[src/axiAhbPkg.sv]
`default_nettype none

package axiAhbPkg;

    ////////////////////////////////////////////////////////////////////////////
    // Bus and buffer dimensions
    ////////////////////////////////////////////////////////////////////////////
    localparam int AddrWidth    = 32;
    localparam int DataWidth    = 32;
    localparam int IdWidth      = 4;
    localparam int MaxBeats     = 16;
    localparam int BeatIdxWidth = 4;

    ////////////////////////////////////////////////////////////////////////////
    // Encodings
    ////////////////////////////////////////////////////////////////////////////
    typedef enum logic [1:0]
    {
        OKAY   = 2'd0,
        SLVERR = 2'd2
    } axiResp_e;

    typedef enum logic [1:0]
    {
        IDLE   = 2'd0,
        NONSEQ = 2'd2
    } ahbTrans_e;

    // Same values as AHB HSIZE
    typedef enum logic [2:0]
    {
        BYTE = 3'd0,
        HALF = 3'd1,
        WORD = 3'd2
    } axiSize_e;

    ////////////////////////////////////////////////////////////////////////////
    // Bundles
    ////////////////////////////////////////////////////////////////////////////
    // One accepted AXI burst, len is beats minus one
    typedef struct packed
    {
        logic [IdWidth-1:0]      id;
        logic [AddrWidth-1:0]    addr;
        logic [BeatIdxWidth-1:0] len;
        axiSize_e                size;
    } burstReq_t;

    // Read beat as stored for the R channel
    typedef struct packed
    {
        logic [DataWidth-1:0] data;
        logic                 err;
    } readBeat_t;

endpackage

`default_nettype wire
[src/axiToAhbBridge.sv]
`timescale 1ns/1ps
`default_nettype none

module axiToAhbBridge (
    input  wire                                 ACLK,
    input  wire                                 rst,
    // AXI write address, data and response
    input  wire                                 awValid,
    output logic                                awReady,
    input  wire [axiAhbPkg::IdWidth-1:0]        awId,
    input  wire [axiAhbPkg::AddrWidth-1:0]      awAddr,
    input  wire [axiAhbPkg::BeatIdxWidth-1:0]   awLen,
    input  wire axiAhbPkg::axiSize_e            awSize,
    input  wire                                 wValid,
    output logic                                wReady,
    input  wire [axiAhbPkg::DataWidth-1:0]      wData,
    input  wire                                 wLast,
    output logic                                bValid,
    input  wire                                 bReady,
    output logic [axiAhbPkg::IdWidth-1:0]       bId,
    output axiAhbPkg::axiResp_e                 bResp,
    // AXI read address and data
    input  wire                                 arValid,
    output logic                                arReady,
    input  wire [axiAhbPkg::IdWidth-1:0]        arId,
    input  wire [axiAhbPkg::AddrWidth-1:0]      arAddr,
    input  wire [axiAhbPkg::BeatIdxWidth-1:0]   arLen,
    input  wire axiAhbPkg::axiSize_e            arSize,
    output logic                                rValid,
    input  wire                                 rReady,
    output logic [axiAhbPkg::IdWidth-1:0]       rId,
    output logic [axiAhbPkg::DataWidth-1:0]     rData,
    output axiAhbPkg::axiResp_e                 rResp,
    output logic                                rLast,
    // AHB-Lite master
    output logic [axiAhbPkg::AddrWidth-1:0]     hAddr,
    output logic                                hWrite,
    output logic [2:0]                          hSize,
    output axiAhbPkg::ahbTrans_e                hTrans,
    output logic [axiAhbPkg::DataWidth-1:0]     hWData,
    input  wire [axiAhbPkg::DataWidth-1:0]      hRData,
    input  wire                                 hReady,
    input  wire                                 hResp
);
    import axiAhbPkg::*;

    ////////////////////////////////////////////////////////////////////////////
    // Internal links
    ////////////////////////////////////////////////////////////////////////////
    logic                    bufWrEn;
    logic [BeatIdxWidth-1:0] bufWrIdx;
    logic [DataWidth-1:0]    bufWrData;
    logic [BeatIdxWidth-1:0] wrBufIdx;
    logic [DataWidth-1:0]    wrBufData;
    logic                    rdBufWrEn;
    logic [BeatIdxWidth-1:0] rdBufWrIdx;
    readBeat_t               rdBufWrData;
    logic [BeatIdxWidth-1:0] bufRdIdx;
    readBeat_t               bufRdData;
    logic                    wrPend;
    burstReq_t               wrReq;
    logic                    wrDone;
    logic                    wrErr;
    logic                    rdPend;
    burstReq_t               rdReq;
    logic                    rdDone;
    logic                    rdErrAny;

    axiWriteSlave uWriteSlave (.*);

    axiReadSlave uReadSlave (.*);

    ahbSequencer uSequencer (.*);

    // W beats in, AHB write data out
    beatBuffer #(
        .Width  (DataWidth)
    ) wrBuffer (
        .ACLK   (ACLK),
        .wrEn   (bufWrEn),
        .wrIdx  (bufWrIdx),
        .wrData (bufWrData),
        .rdIdx  (wrBufIdx),
        .rdData (wrBufData)
    );

    // AHB read data with error flag, drained by the R channel
    beatBuffer #(
        .Width  ($bits(readBeat_t))
    ) rdBuffer (
        .ACLK   (ACLK),
        .wrEn   (rdBufWrEn),
        .wrIdx  (rdBufWrIdx),
        .wrData (rdBufWrData),
        .rdIdx  (bufRdIdx),
        .rdData (bufRdData)
    );

endmodule

`default_nettype wire

[src/ahbSequencer.sv]
`timescale 1ns/1ps
`default_nettype none

module ahbSequencer (
    input  wire                                 ACLK,
    input  wire                                 rst,
    input  wire                                 wrPend,
    input  wire axiAhbPkg::burstReq_t           wrReq,
    input  wire                                 rdPend,
    input  wire axiAhbPkg::burstReq_t           rdReq,
    input  wire [axiAhbPkg::DataWidth-1:0]      wrBufData,
    input  wire [axiAhbPkg::DataWidth-1:0]      hRData,
    input  wire                                 hReady,
    input  wire                                 hResp,
    output logic [axiAhbPkg::BeatIdxWidth-1:0]  wrBufIdx,
    output logic                                rdBufWrEn,
    output logic [axiAhbPkg::BeatIdxWidth-1:0]  rdBufWrIdx,
    output axiAhbPkg::readBeat_t                rdBufWrData,
    output logic                                wrDone,
    output logic                                wrErr,
    output logic                                rdDone,
    output logic                                rdErrAny,
    output logic [axiAhbPkg::AddrWidth-1:0]     hAddr,
    output logic                                hWrite,
    output logic [2:0]                          hSize,
    output axiAhbPkg::ahbTrans_e                hTrans,
    output logic [axiAhbPkg::DataWidth-1:0]     hWData
);
    import axiAhbPkg::*;

    typedef enum logic
    {
        seqIdle,
        seqBusy
    } seqState_e;

    seqState_e               state;
    logic                    grantWr;
    burstReq_t               req;
    logic                    addrActive;
    logic                    dataActive;
    logic [BeatIdxWidth-1:0] addrIdx;
    logic [BeatIdxWidth-1:0] dataIdx;
    logic                    errSticky;
    logic                    errNow;
    logic                    lastData;

    // Error seen so far plus the beat finishing now
    assign errNow   = errSticky || (dataActive && hResp);
    assign lastData = dataActive && hReady && (dataIdx == req.len);

    ////////////////////////////////////////////////////////////////////////////
    // Address phase of beat addrIdx
    ////////////////////////////////////////////////////////////////////////////
    assign hTrans = addrActive ? NONSEQ : IDLE;
    assign hAddr  = req.addr + (AddrWidth'(addrIdx) << req.size);
    assign hWrite = grantWr;
    assign hSize  = req.size;

    ////////////////////////////////////////////////////////////////////////////
    // Data phase of beat dataIdx
    ////////////////////////////////////////////////////////////////////////////
    assign wrBufIdx    = dataIdx;
    assign hWData      = wrBufData;
    assign rdBufWrEn   = dataActive && hReady && !grantWr;
    assign rdBufWrIdx  = dataIdx;
    assign rdBufWrData = '{data: hRData, err: hResp};

    assign wrDone   = lastData && grantWr;
    assign rdDone   = lastData && !grantWr;
    assign wrErr    = errNow;
    assign rdErrAny = errNow;

    always_ff @(posedge ACLK)
    begin
        if (rst)
        begin
            state      <= seqIdle;
            grantWr    <= 1'b0;
            addrActive <= 1'b0;
            dataActive <= 1'b0;
            errSticky  <= 1'b0;
        end
        else if (state == seqIdle)
        begin
            // Writes win when both sides are waiting
            if (wrPend || rdPend)
            begin
                state      <= seqBusy;
                grantWr    <= wrPend;
                addrActive <= 1'b1;
                errSticky  <= 1'b0;
            end
        end
        else
        begin
            errSticky <= errNow;
            if (hReady)
            begin
                dataActive <= addrActive;
                if (addrIdx == req.len)
                begin
                    addrActive <= 1'b0;
                end
            end
            if (lastData)
            begin
                state <= seqIdle;
            end
        end
    end

    // Burst fields and beat indices
    always_ff @(posedge ACLK)
    begin
        if (state == seqIdle)
        begin
            req     <= wrPend ? wrReq : rdReq;
            addrIdx <= '0;
            dataIdx <= '0;
        end
        else if (hReady)
        begin
            dataIdx <= addrIdx;
            if (addrActive && (addrIdx != req.len))
            begin
                addrIdx <= addrIdx + 1'b1;
            end
        end
    end

    assert property (@(posedge ACLK) disable iff (rst)
        state == seqIdle |-> hTrans != NONSEQ);

    // The write side must drop its request right after completion
    assert property (@(posedge ACLK) disable iff (rst)
        wrDone |=> !wrPend);

endmodule

`default_nettype wire

[src/axiReadSlave.sv]
`timescale 1ns/1ps
`default_nettype none

module axiReadSlave (
    input  wire                                 ACLK,
    input  wire                                 rst,
    input  wire                                 arValid,
    input  wire [axiAhbPkg::IdWidth-1:0]        arId,
    input  wire [axiAhbPkg::AddrWidth-1:0]      arAddr,
    input  wire [axiAhbPkg::BeatIdxWidth-1:0]   arLen,
    input  wire axiAhbPkg::axiSize_e            arSize,
    input  wire                                 rReady,
    input  wire                                 rdDone,
    input  wire                                 rdErrAny,
    input  wire axiAhbPkg::readBeat_t           bufRdData,
    output logic                                arReady,
    output logic                                rValid,
    output logic [axiAhbPkg::IdWidth-1:0]       rId,
    output logic [axiAhbPkg::DataWidth-1:0]     rData,
    output axiAhbPkg::axiResp_e                 rResp,
    output logic                                rLast,
    output logic [axiAhbPkg::BeatIdxWidth-1:0]  bufRdIdx,
    output logic                                rdPend,
    output axiAhbPkg::burstReq_t                rdReq
);
    import axiAhbPkg::*;

    typedef enum logic [1:0]
    {
        rdIdle,
        rdAhb,
        rdStream
    } rdState_e;

    rdState_e                state;
    logic [BeatIdxWidth-1:0] beatIdx;
    logic                    errAny;

    assign arReady = (state == rdIdle);
    assign rdPend  = (state == rdAhb);
    assign rValid  = (state == rdStream);

    ////////////////////////////////////////////////////////////////////////////
    // R channel fed from the read buffer
    ////////////////////////////////////////////////////////////////////////////
    assign bufRdIdx = beatIdx;
    assign rId      = rdReq.id;
    assign rData    = bufRdData.data;
    assign rResp    = bufRdData.err ? SLVERR : OKAY;
    assign rLast    = (beatIdx == rdReq.len);

    always_ff @(posedge ACLK)
    begin
        if (rst)
        begin
            state <= rdIdle;
        end
        else
        begin
            case (state)
                rdIdle:
                    if (arValid)
                    begin
                        state <= rdAhb;
                    end
                rdAhb:
                    if (rdDone)
                    begin
                        state <= rdStream;
                    end
                rdStream:
                    if (rReady && rLast)
                    begin
                        state <= rdIdle;
                    end
                default:
                    state <= rdIdle;
            endcase
        end
    end

    always_ff @(posedge ACLK)
    begin
        if (arValid && arReady)
        begin
            rdReq <= '{id: arId, addr: arAddr, len: arLen, size: arSize};
        end
        // Stream restarts at entry 0 once the AHB side is finished
        if (rdDone && rdPend)
        begin
            beatIdx <= '0;
            errAny  <= rdErrAny;
        end
        else if (rValid && rReady)
        begin
            beatIdx <= beatIdx + 1'b1;
        end
    end

    assert property (@(posedge ACLK) disable iff (rst)
        rValid && !rReady |=> $stable(rData) && $stable(rLast));

    // A failed beat must have been flagged by the sequencer
    assert property (@(posedge ACLK) disable iff (rst)
        rValid && bufRdData.err |-> errAny);

endmodule

`default_nettype wire

[src/axiWriteSlave.sv]
`timescale 1ns/1ps
`default_nettype none

module axiWriteSlave (
    input  wire                                 ACLK,
    input  wire                                 rst,
    input  wire                                 awValid,
    input  wire [axiAhbPkg::IdWidth-1:0]        awId,
    input  wire [axiAhbPkg::AddrWidth-1:0]      awAddr,
    input  wire [axiAhbPkg::BeatIdxWidth-1:0]   awLen,
    input  wire axiAhbPkg::axiSize_e            awSize,
    input  wire                                 wValid,
    input  wire [axiAhbPkg::DataWidth-1:0]      wData,
    input  wire                                 wLast,
    input  wire                                 bReady,
    input  wire                                 wrDone,
    input  wire                                 wrErr,
    output logic                                awReady,
    output logic                                wReady,
    output logic                                bValid,
    output logic [axiAhbPkg::IdWidth-1:0]       bId,
    output axiAhbPkg::axiResp_e                 bResp,
    output logic                                bufWrEn,
    output logic [axiAhbPkg::BeatIdxWidth-1:0]  bufWrIdx,
    output logic [axiAhbPkg::DataWidth-1:0]     bufWrData,
    output logic                                wrPend,
    output axiAhbPkg::burstReq_t                wrReq
);
    import axiAhbPkg::*;

    typedef enum logic [1:0]
    {
        wrIdle,
        wrData,
        wrAhb,
        wrResp
    } wrState_e;

    wrState_e                state;
    logic [BeatIdxWidth-1:0] beatCnt;

    ////////////////////////////////////////////////////////////////////////////
    // Channel levels straight from the state
    ////////////////////////////////////////////////////////////////////////////
    assign awReady = (state == wrIdle);
    assign wReady  = (state == wrData);
    assign wrPend  = (state == wrAhb);
    assign bValid  = (state == wrResp);
    assign bId     = wrReq.id;

    // Each accepted W beat lands at entry beatCnt
    assign bufWrEn   = wValid && wReady;
    assign bufWrIdx  = beatCnt;
    assign bufWrData = wData;

    always_ff @(posedge ACLK)
    begin
        if (rst)
        begin
            state <= wrIdle;
        end
        else
        begin
            case (state)
                wrIdle:
                    if (awValid)
                    begin
                        state <= wrData;
                    end
                wrData:
                    if (wValid && wLast)
                    begin
                        state <= wrAhb;
                    end
                wrAhb:
                    if (wrDone)
                    begin
                        state <= wrResp;
                    end
                wrResp:
                    if (bReady)
                    begin
                        state <= wrIdle;
                    end
                default:
                    state <= wrIdle;
            endcase
        end
    end

    // Burst fields, beat counter and response code
    always_ff @(posedge ACLK)
    begin
        if (awValid && awReady)
        begin
            wrReq   <= '{id: awId, addr: awAddr, len: awLen, size: awSize};
            beatCnt <= '0;
        end
        else if (bufWrEn)
        begin
            beatCnt <= beatCnt + 1'b1;
        end
        if (wrDone && wrPend)
        begin
            bResp <= wrErr ? SLVERR : OKAY;
        end
    end

    // Response must wait for the master
    assert property (@(posedge ACLK) disable iff (rst)
        bValid && !bReady |=> bValid && $stable(bResp));

endmodule

`default_nettype wire

[src/beatBuffer.sv]
`timescale 1ns/1ps
`default_nettype none

module beatBuffer #(
    parameter int Width = 32
) (
    input  wire                               ACLK,
    input  wire                               wrEn,
    input  wire [axiAhbPkg::BeatIdxWidth-1:0] wrIdx,
    input  wire [Width-1:0]                   wrData,
    input  wire [axiAhbPkg::BeatIdxWidth-1:0] rdIdx,
    output logic [Width-1:0]                  rdData
);
    import axiAhbPkg::*;

    // One entry per beat of the longest burst
    logic [Width-1:0] mem [MaxBeats];

    always_ff @(posedge ACLK)
    begin
        if (wrEn)
        begin
            mem[wrIdx] <= wrData;
        end
    end

    // Combinational read so the consumer sees the beat in the same cycle
    assign rdData = mem[rdIdx];

endmodule

`default_nettype wire

[config.mk]
export PLATFORM = sky130hd
export DESIGN_NAME = axiToAhbBridge
export DESIGN_NICKNAME = d
export VERILOG_FILES = /design/src/axiAhbPkg.sv /design/src/axiToAhbBridge.sv /design/src/ahbSequencer.sv /design/src/axiReadSlave.sv /design/src/axiWriteSlave.sv /design/src/beatBuffer.sv
export SDC_FILE = /design/constraint.sdc
export NUM_CORES = 1
export LEC_CHECK = 0
export ABC_AREA = 0
export ABC_CLOCK_PERIOD_IN_PS = 6300
export BUFFER_PORTS_ARGS = -buffer_cell sky130_fd_sc_hd__buf_2
export CORE_MARGIN = 5
export CORE_UTILIZATION = 40
export CTS_BUF_LIST = sky130_fd_sc_hd__clkbuf_4 sky130_fd_sc_hd__clkbuf_8
export CTS_CLUSTER_SIZE = 8
export DETAILED_ROUTE_END_ITERATION = 16
export SLEW_MARGIN = 0
export SYNTH_ARGS = -nofsm -noshare
export SYNTH_HDL_FRONTEND = slang
export SYNTH_HIERARCHICAL = 1
export SYNTH_SLANG_ARGS = --single-unit
[constraint.sdc]
create_clock -name ACLK -period 6.3 [get_ports ACLK]
set_input_delay 1.89 -clock ACLK [delete_from_list [all_inputs] [get_ports ACLK]]
set_output_delay 1.89 -clock ACLK [all_outputs]
set_load 0.1 [all_outputs]
==> impl_metrics.prom <==
# TYPE chip_impl_metric gauge
chip_impl_metric{name="cts_htree_levels",unit=""} 4
chip_impl_metric{name="cellPowerDensity",unit="nW/µm²"} 327
chip_impl_metric{name="drc",unit=""} 0
chip_impl_metric{name="route.detailed.vias_per_inst",unit=""} 5.39
chip_impl_metric{name="max_clock_skew",unit="ns"} 0.0723
chip_impl_info{name="timing.setup.critical_path_class",value="reg2out"} 1
chip_impl_metric{name="timing.setup.tns",unit="ns"} 0
chip_impl_metric{name="die_height",unit="µm"} 353
chip_impl_metric{name="area_delta_synth_final",unit="%"} 12.7
chip_impl_metric{name="totalWireLength",unit="µm"} 109000
chip_impl_metric{name="critical_path.max_fanout",unit=""} 11
chip_impl_metric{name="global_route.overflow_total",unit=""} 0
chip_impl_metric{name="post-route-period-util",unit="%"} 96.2
chip_impl_metric{name="syn_nets",unit=""} 2439
chip_impl_metric{name="yosys_warnings",unit=""} 6
chip_impl_metric{name="route.antenna.remaining_nets",unit=""} 0
chip_impl_metric{name="initial_antenna_violation_count",unit=""} 26
chip_impl_metric{name="max-clock-path-buffers",unit=""} 3
chip_impl_metric{name="drive_above_1_share",unit="%"} 36.2
chip_impl_metric{name="place_area",unit="µm²"} 49300
chip_impl_metric{name="num_ports",unit=""} 280
chip_impl_info{name="timing.critical_path.cells",value="mux2_2 -> nand2_1 -> o21ai_0 -> o2bb2ai_1 -> ha_1 -> o21ai_0 -> nor2_1 -> o31ai_2 -> a311o_1 -> nor3_1 -> xor2_1 -> clkbuf_4"} 1
chip_impl_metric{name="worst_slew_margin_rel",unit="%"} 20.8
chip_impl_metric{name="hpwl",unit="µm"} 61700
chip_impl_metric{name="r2r.worst_path.cells",unit=""} 7
chip_impl_metric{name="clock_edge_transition_at_the_registers_on_the_reported_setup_and_hold_paths",unit="ns"} 0.05
chip_impl_info{name="clock_tree.root_cell",value="clkbuf_8"} 1
chip_impl_metric{name="placeableCoreArea",unit="µm²"} 116000
chip_impl_info{name="cts_tree",value="built"} 1
chip_impl_metric{name="period_minus_slack",unit="ns"} 6.06
chip_impl_metric{name="fin_nets",unit=""} 2716
chip_impl_metric{name="finish.utilization",unit="%"} 45.5
chip_impl_metric{name="min_path_cells",unit=""} 2
chip_impl_info{name="slowest_stage_cell_crit_path",value="edfxtp_1"} 1
chip_impl_metric{name="grt_start_max_net_pins",unit=""} 65
chip_impl_metric{name="worst_pin_slew",unit="ns"} 1.19
chip_impl_metric{name="gp_congestion",unit=""} 0.848
chip_impl_metric{name="port-buffer-count",unit=""} 276
chip_impl_metric{name="timing.hold.ws",unit="ns"} 0.484
chip_impl_metric{name="floorplan.rows",unit=""} 125
chip_impl_info{name="run_status",value="finished, final reports clean"} 1
chip_impl_metric{name="fp.dieW",unit="µm"} 353
chip_impl_metric{name="worst_ep_arrival_time",unit="ns"} 4.17
chip_impl_metric{name="global_route.usage.total",unit="%"} 17.3
chip_impl_metric{name="hold_viol_final",unit=""} 0
chip_impl_info{name="cp-end-kind",value="primary output"} 1
chip_impl_metric{name="p_leak",unit="µW"} 0.0170
chip_impl_info{name="worstHoldPathType",value="reg2reg"} 1
chip_impl_metric{name="cts_sinks",unit=""} 1191
chip_impl_metric{name="routed_wire_length_per_instance",unit="µm"} 25.9
chip_impl_info{name="rsz0062_at_grt",value="true"} 1
chip_impl_metric{name="tritoncts.num_buffers",unit=""} 190
chip_impl_metric{name="post_synth_inst_count",unit=""} 2259
chip_impl_metric{name="dr.pass1.iters",unit=""} 5
chip_impl_metric{name="dieArea",unit="µm²"} 124000
chip_impl_metric{name="syn_avg_cell_area",unit="µm²"} 20.8
chip_impl_metric{name="max-cap-violations",unit=""} 0
chip_impl_metric{name="final-max-slew-violation-count",unit=""} 0
chip_impl_metric{name="detail_route.iter0.violations",unit=""} 1740
chip_impl_metric{name="vias",unit=""} 22700
chip_impl_metric{name="cts_setup_buffers",unit=""} 0
chip_impl_metric{name="peakVddDrop",unit="mV"} 0.259
chip_impl_info{name="crit_path_start_kind",value="register"} 1
chip_impl_metric{name="initial_util",unit="%"} 40.4
chip_impl_info{name="cpMostUsedCell",value="o21ai_0"} 1
chip_impl_metric{name="worst_skew_pair.late_latency",unit="ns"} 0.85
chip_impl_metric{name="fin_area",unit="µm²"} 52900
chip_impl_metric{name="maxClockFrequency",unit="MHz"} 165
chip_impl_metric{name="worst_path_largest_cell_delay",unit="ns"} 0.54
chip_impl_metric{name="grt_pass1_vias",unit=""} 24300
chip_impl_metric{name="finalSetupViolations",unit=""} 0
chip_impl_metric{name="netlist_area",unit="µm²"} 47000
chip_impl_metric{name="grt_first_pass_wirelength",unit="µm"} 160000
chip_impl_metric{name="cp_data_required_time",unit="ns"} 4.41
final timing paths:
path	endpoint	startpoint	slack [ns]
setup / recovery	hAddr[24]	uSequencer/hSize[1]$_DFFE_PN_	0.24
hold / removal	uSequencer/errSticky$_SDFFE_PP0P_	uSequencer/errSticky$_SDFFE_PP0P_	0.48
setup reg to reg	wrBuffer/mem[2][9]$_DFFE_PP_	uWriteSlave/state[1]$_SDFFE_PP0P_	2.91
hold reg to reg	uSequencer/errSticky$_SDFFE_PP0P_	uSequencer/errSticky$_SDFFE_PP0P_	0.48
critical path: cells and delay by family (launching register included):
family                   cells  cell delay (ns)
XOR/XNOR                     1             0.22
multiplexers                 1             0.38
AO/OA/AOI/OAI                5             0.96
buffers and inverters        1             0.37
AND/OR/NAND/NOR              3             0.56
adder cells (fa/ha/maj)      1             0.34
flip-flops                   1             0.54
sequential cells by signal, indices dropped and copies added (netlist names), 36 cells and up:
name and count:
rdBuffer/mem 528, uReadSlave/rdReq 39, uSequencer/req 36, uWriteSlave/wrReq 39, wrBuffer/mem 512
layout make-up:
class | instances | area (µm²)
Clock inverter | 53 | 342
Sequential cell | 1191 | 35500
Inverter | 9 | 33.8
Tap cell | 1524 | 1910
Antenna cell | 15 | 37.5
Multi-Input combinational cell | 812 | 10000
Clock buffer | 269 | 3210
Fill cell | 9842 | 63400
Timing Repair Buffer | 332 | 1880
placed cells by master (no fill, tap or decap), types with 11 or more instances in the layout:
cell         n
mux2i_1     11
buf_2      270
ha_1        18
nor2_1      34
mux2_2      41
nor2_4      26
diode_2     15
buf_4       51
a21oi_1     17
mux4_1      19
clkbuf_4    85
edfxtp_1  1166
xnor2_1     18
nand2_1     96
mux4_2     241
xor2_1      29
a22oi_1    130
clkinv_1    32
nand3_1     12
dfxtp_1     21
clkbuf_8   190
layer usage:
| layer | GRT usage (%) | up-vias | share of wire, % |
|---|---|---|---|
| met5 | 0 | - | 0.024 |
| met4 | 5.08 | 4 | 2.3 |
| met3 | 3.85 | 199 | 6.4 |
| met2 | 30.6 | 792 | 52 |
| met1 | 21.5 | 12000 | 39 |
| li1 | - | 9705 | - |
timing repair:
action,in CTS,in global routing
setup endpoints to repair,0,6
gates resized for setup,0,6
hold buffers,0,0
through the flow:
stage                     power (µW)  instances  setup WS, ns
after global routing           18000       4197      -0.00867
after detailed placement       11300       3868          1.01
after floorplan                10900       2259         0.386
final                          17300       4205         0.241
after global placement         11200       3868          1.15
after CTS                      17500       4190        0.0760
power by group:
| part | switching [µW] | total [µW] | leakage (µW) | internal, µW |
|---|---|---|---|---|
| combinational | 1510 | 1930 | 0.00429 | 416 |
| sequential | 158 | 9160 | 0.0108 | 9000 |
| clock | 2930 | 6220 | 0.00189 | 3290 |
| total | 4610 | 17300 | 0.0170 | 12700 |
Power figures use the tool's default switching activity.
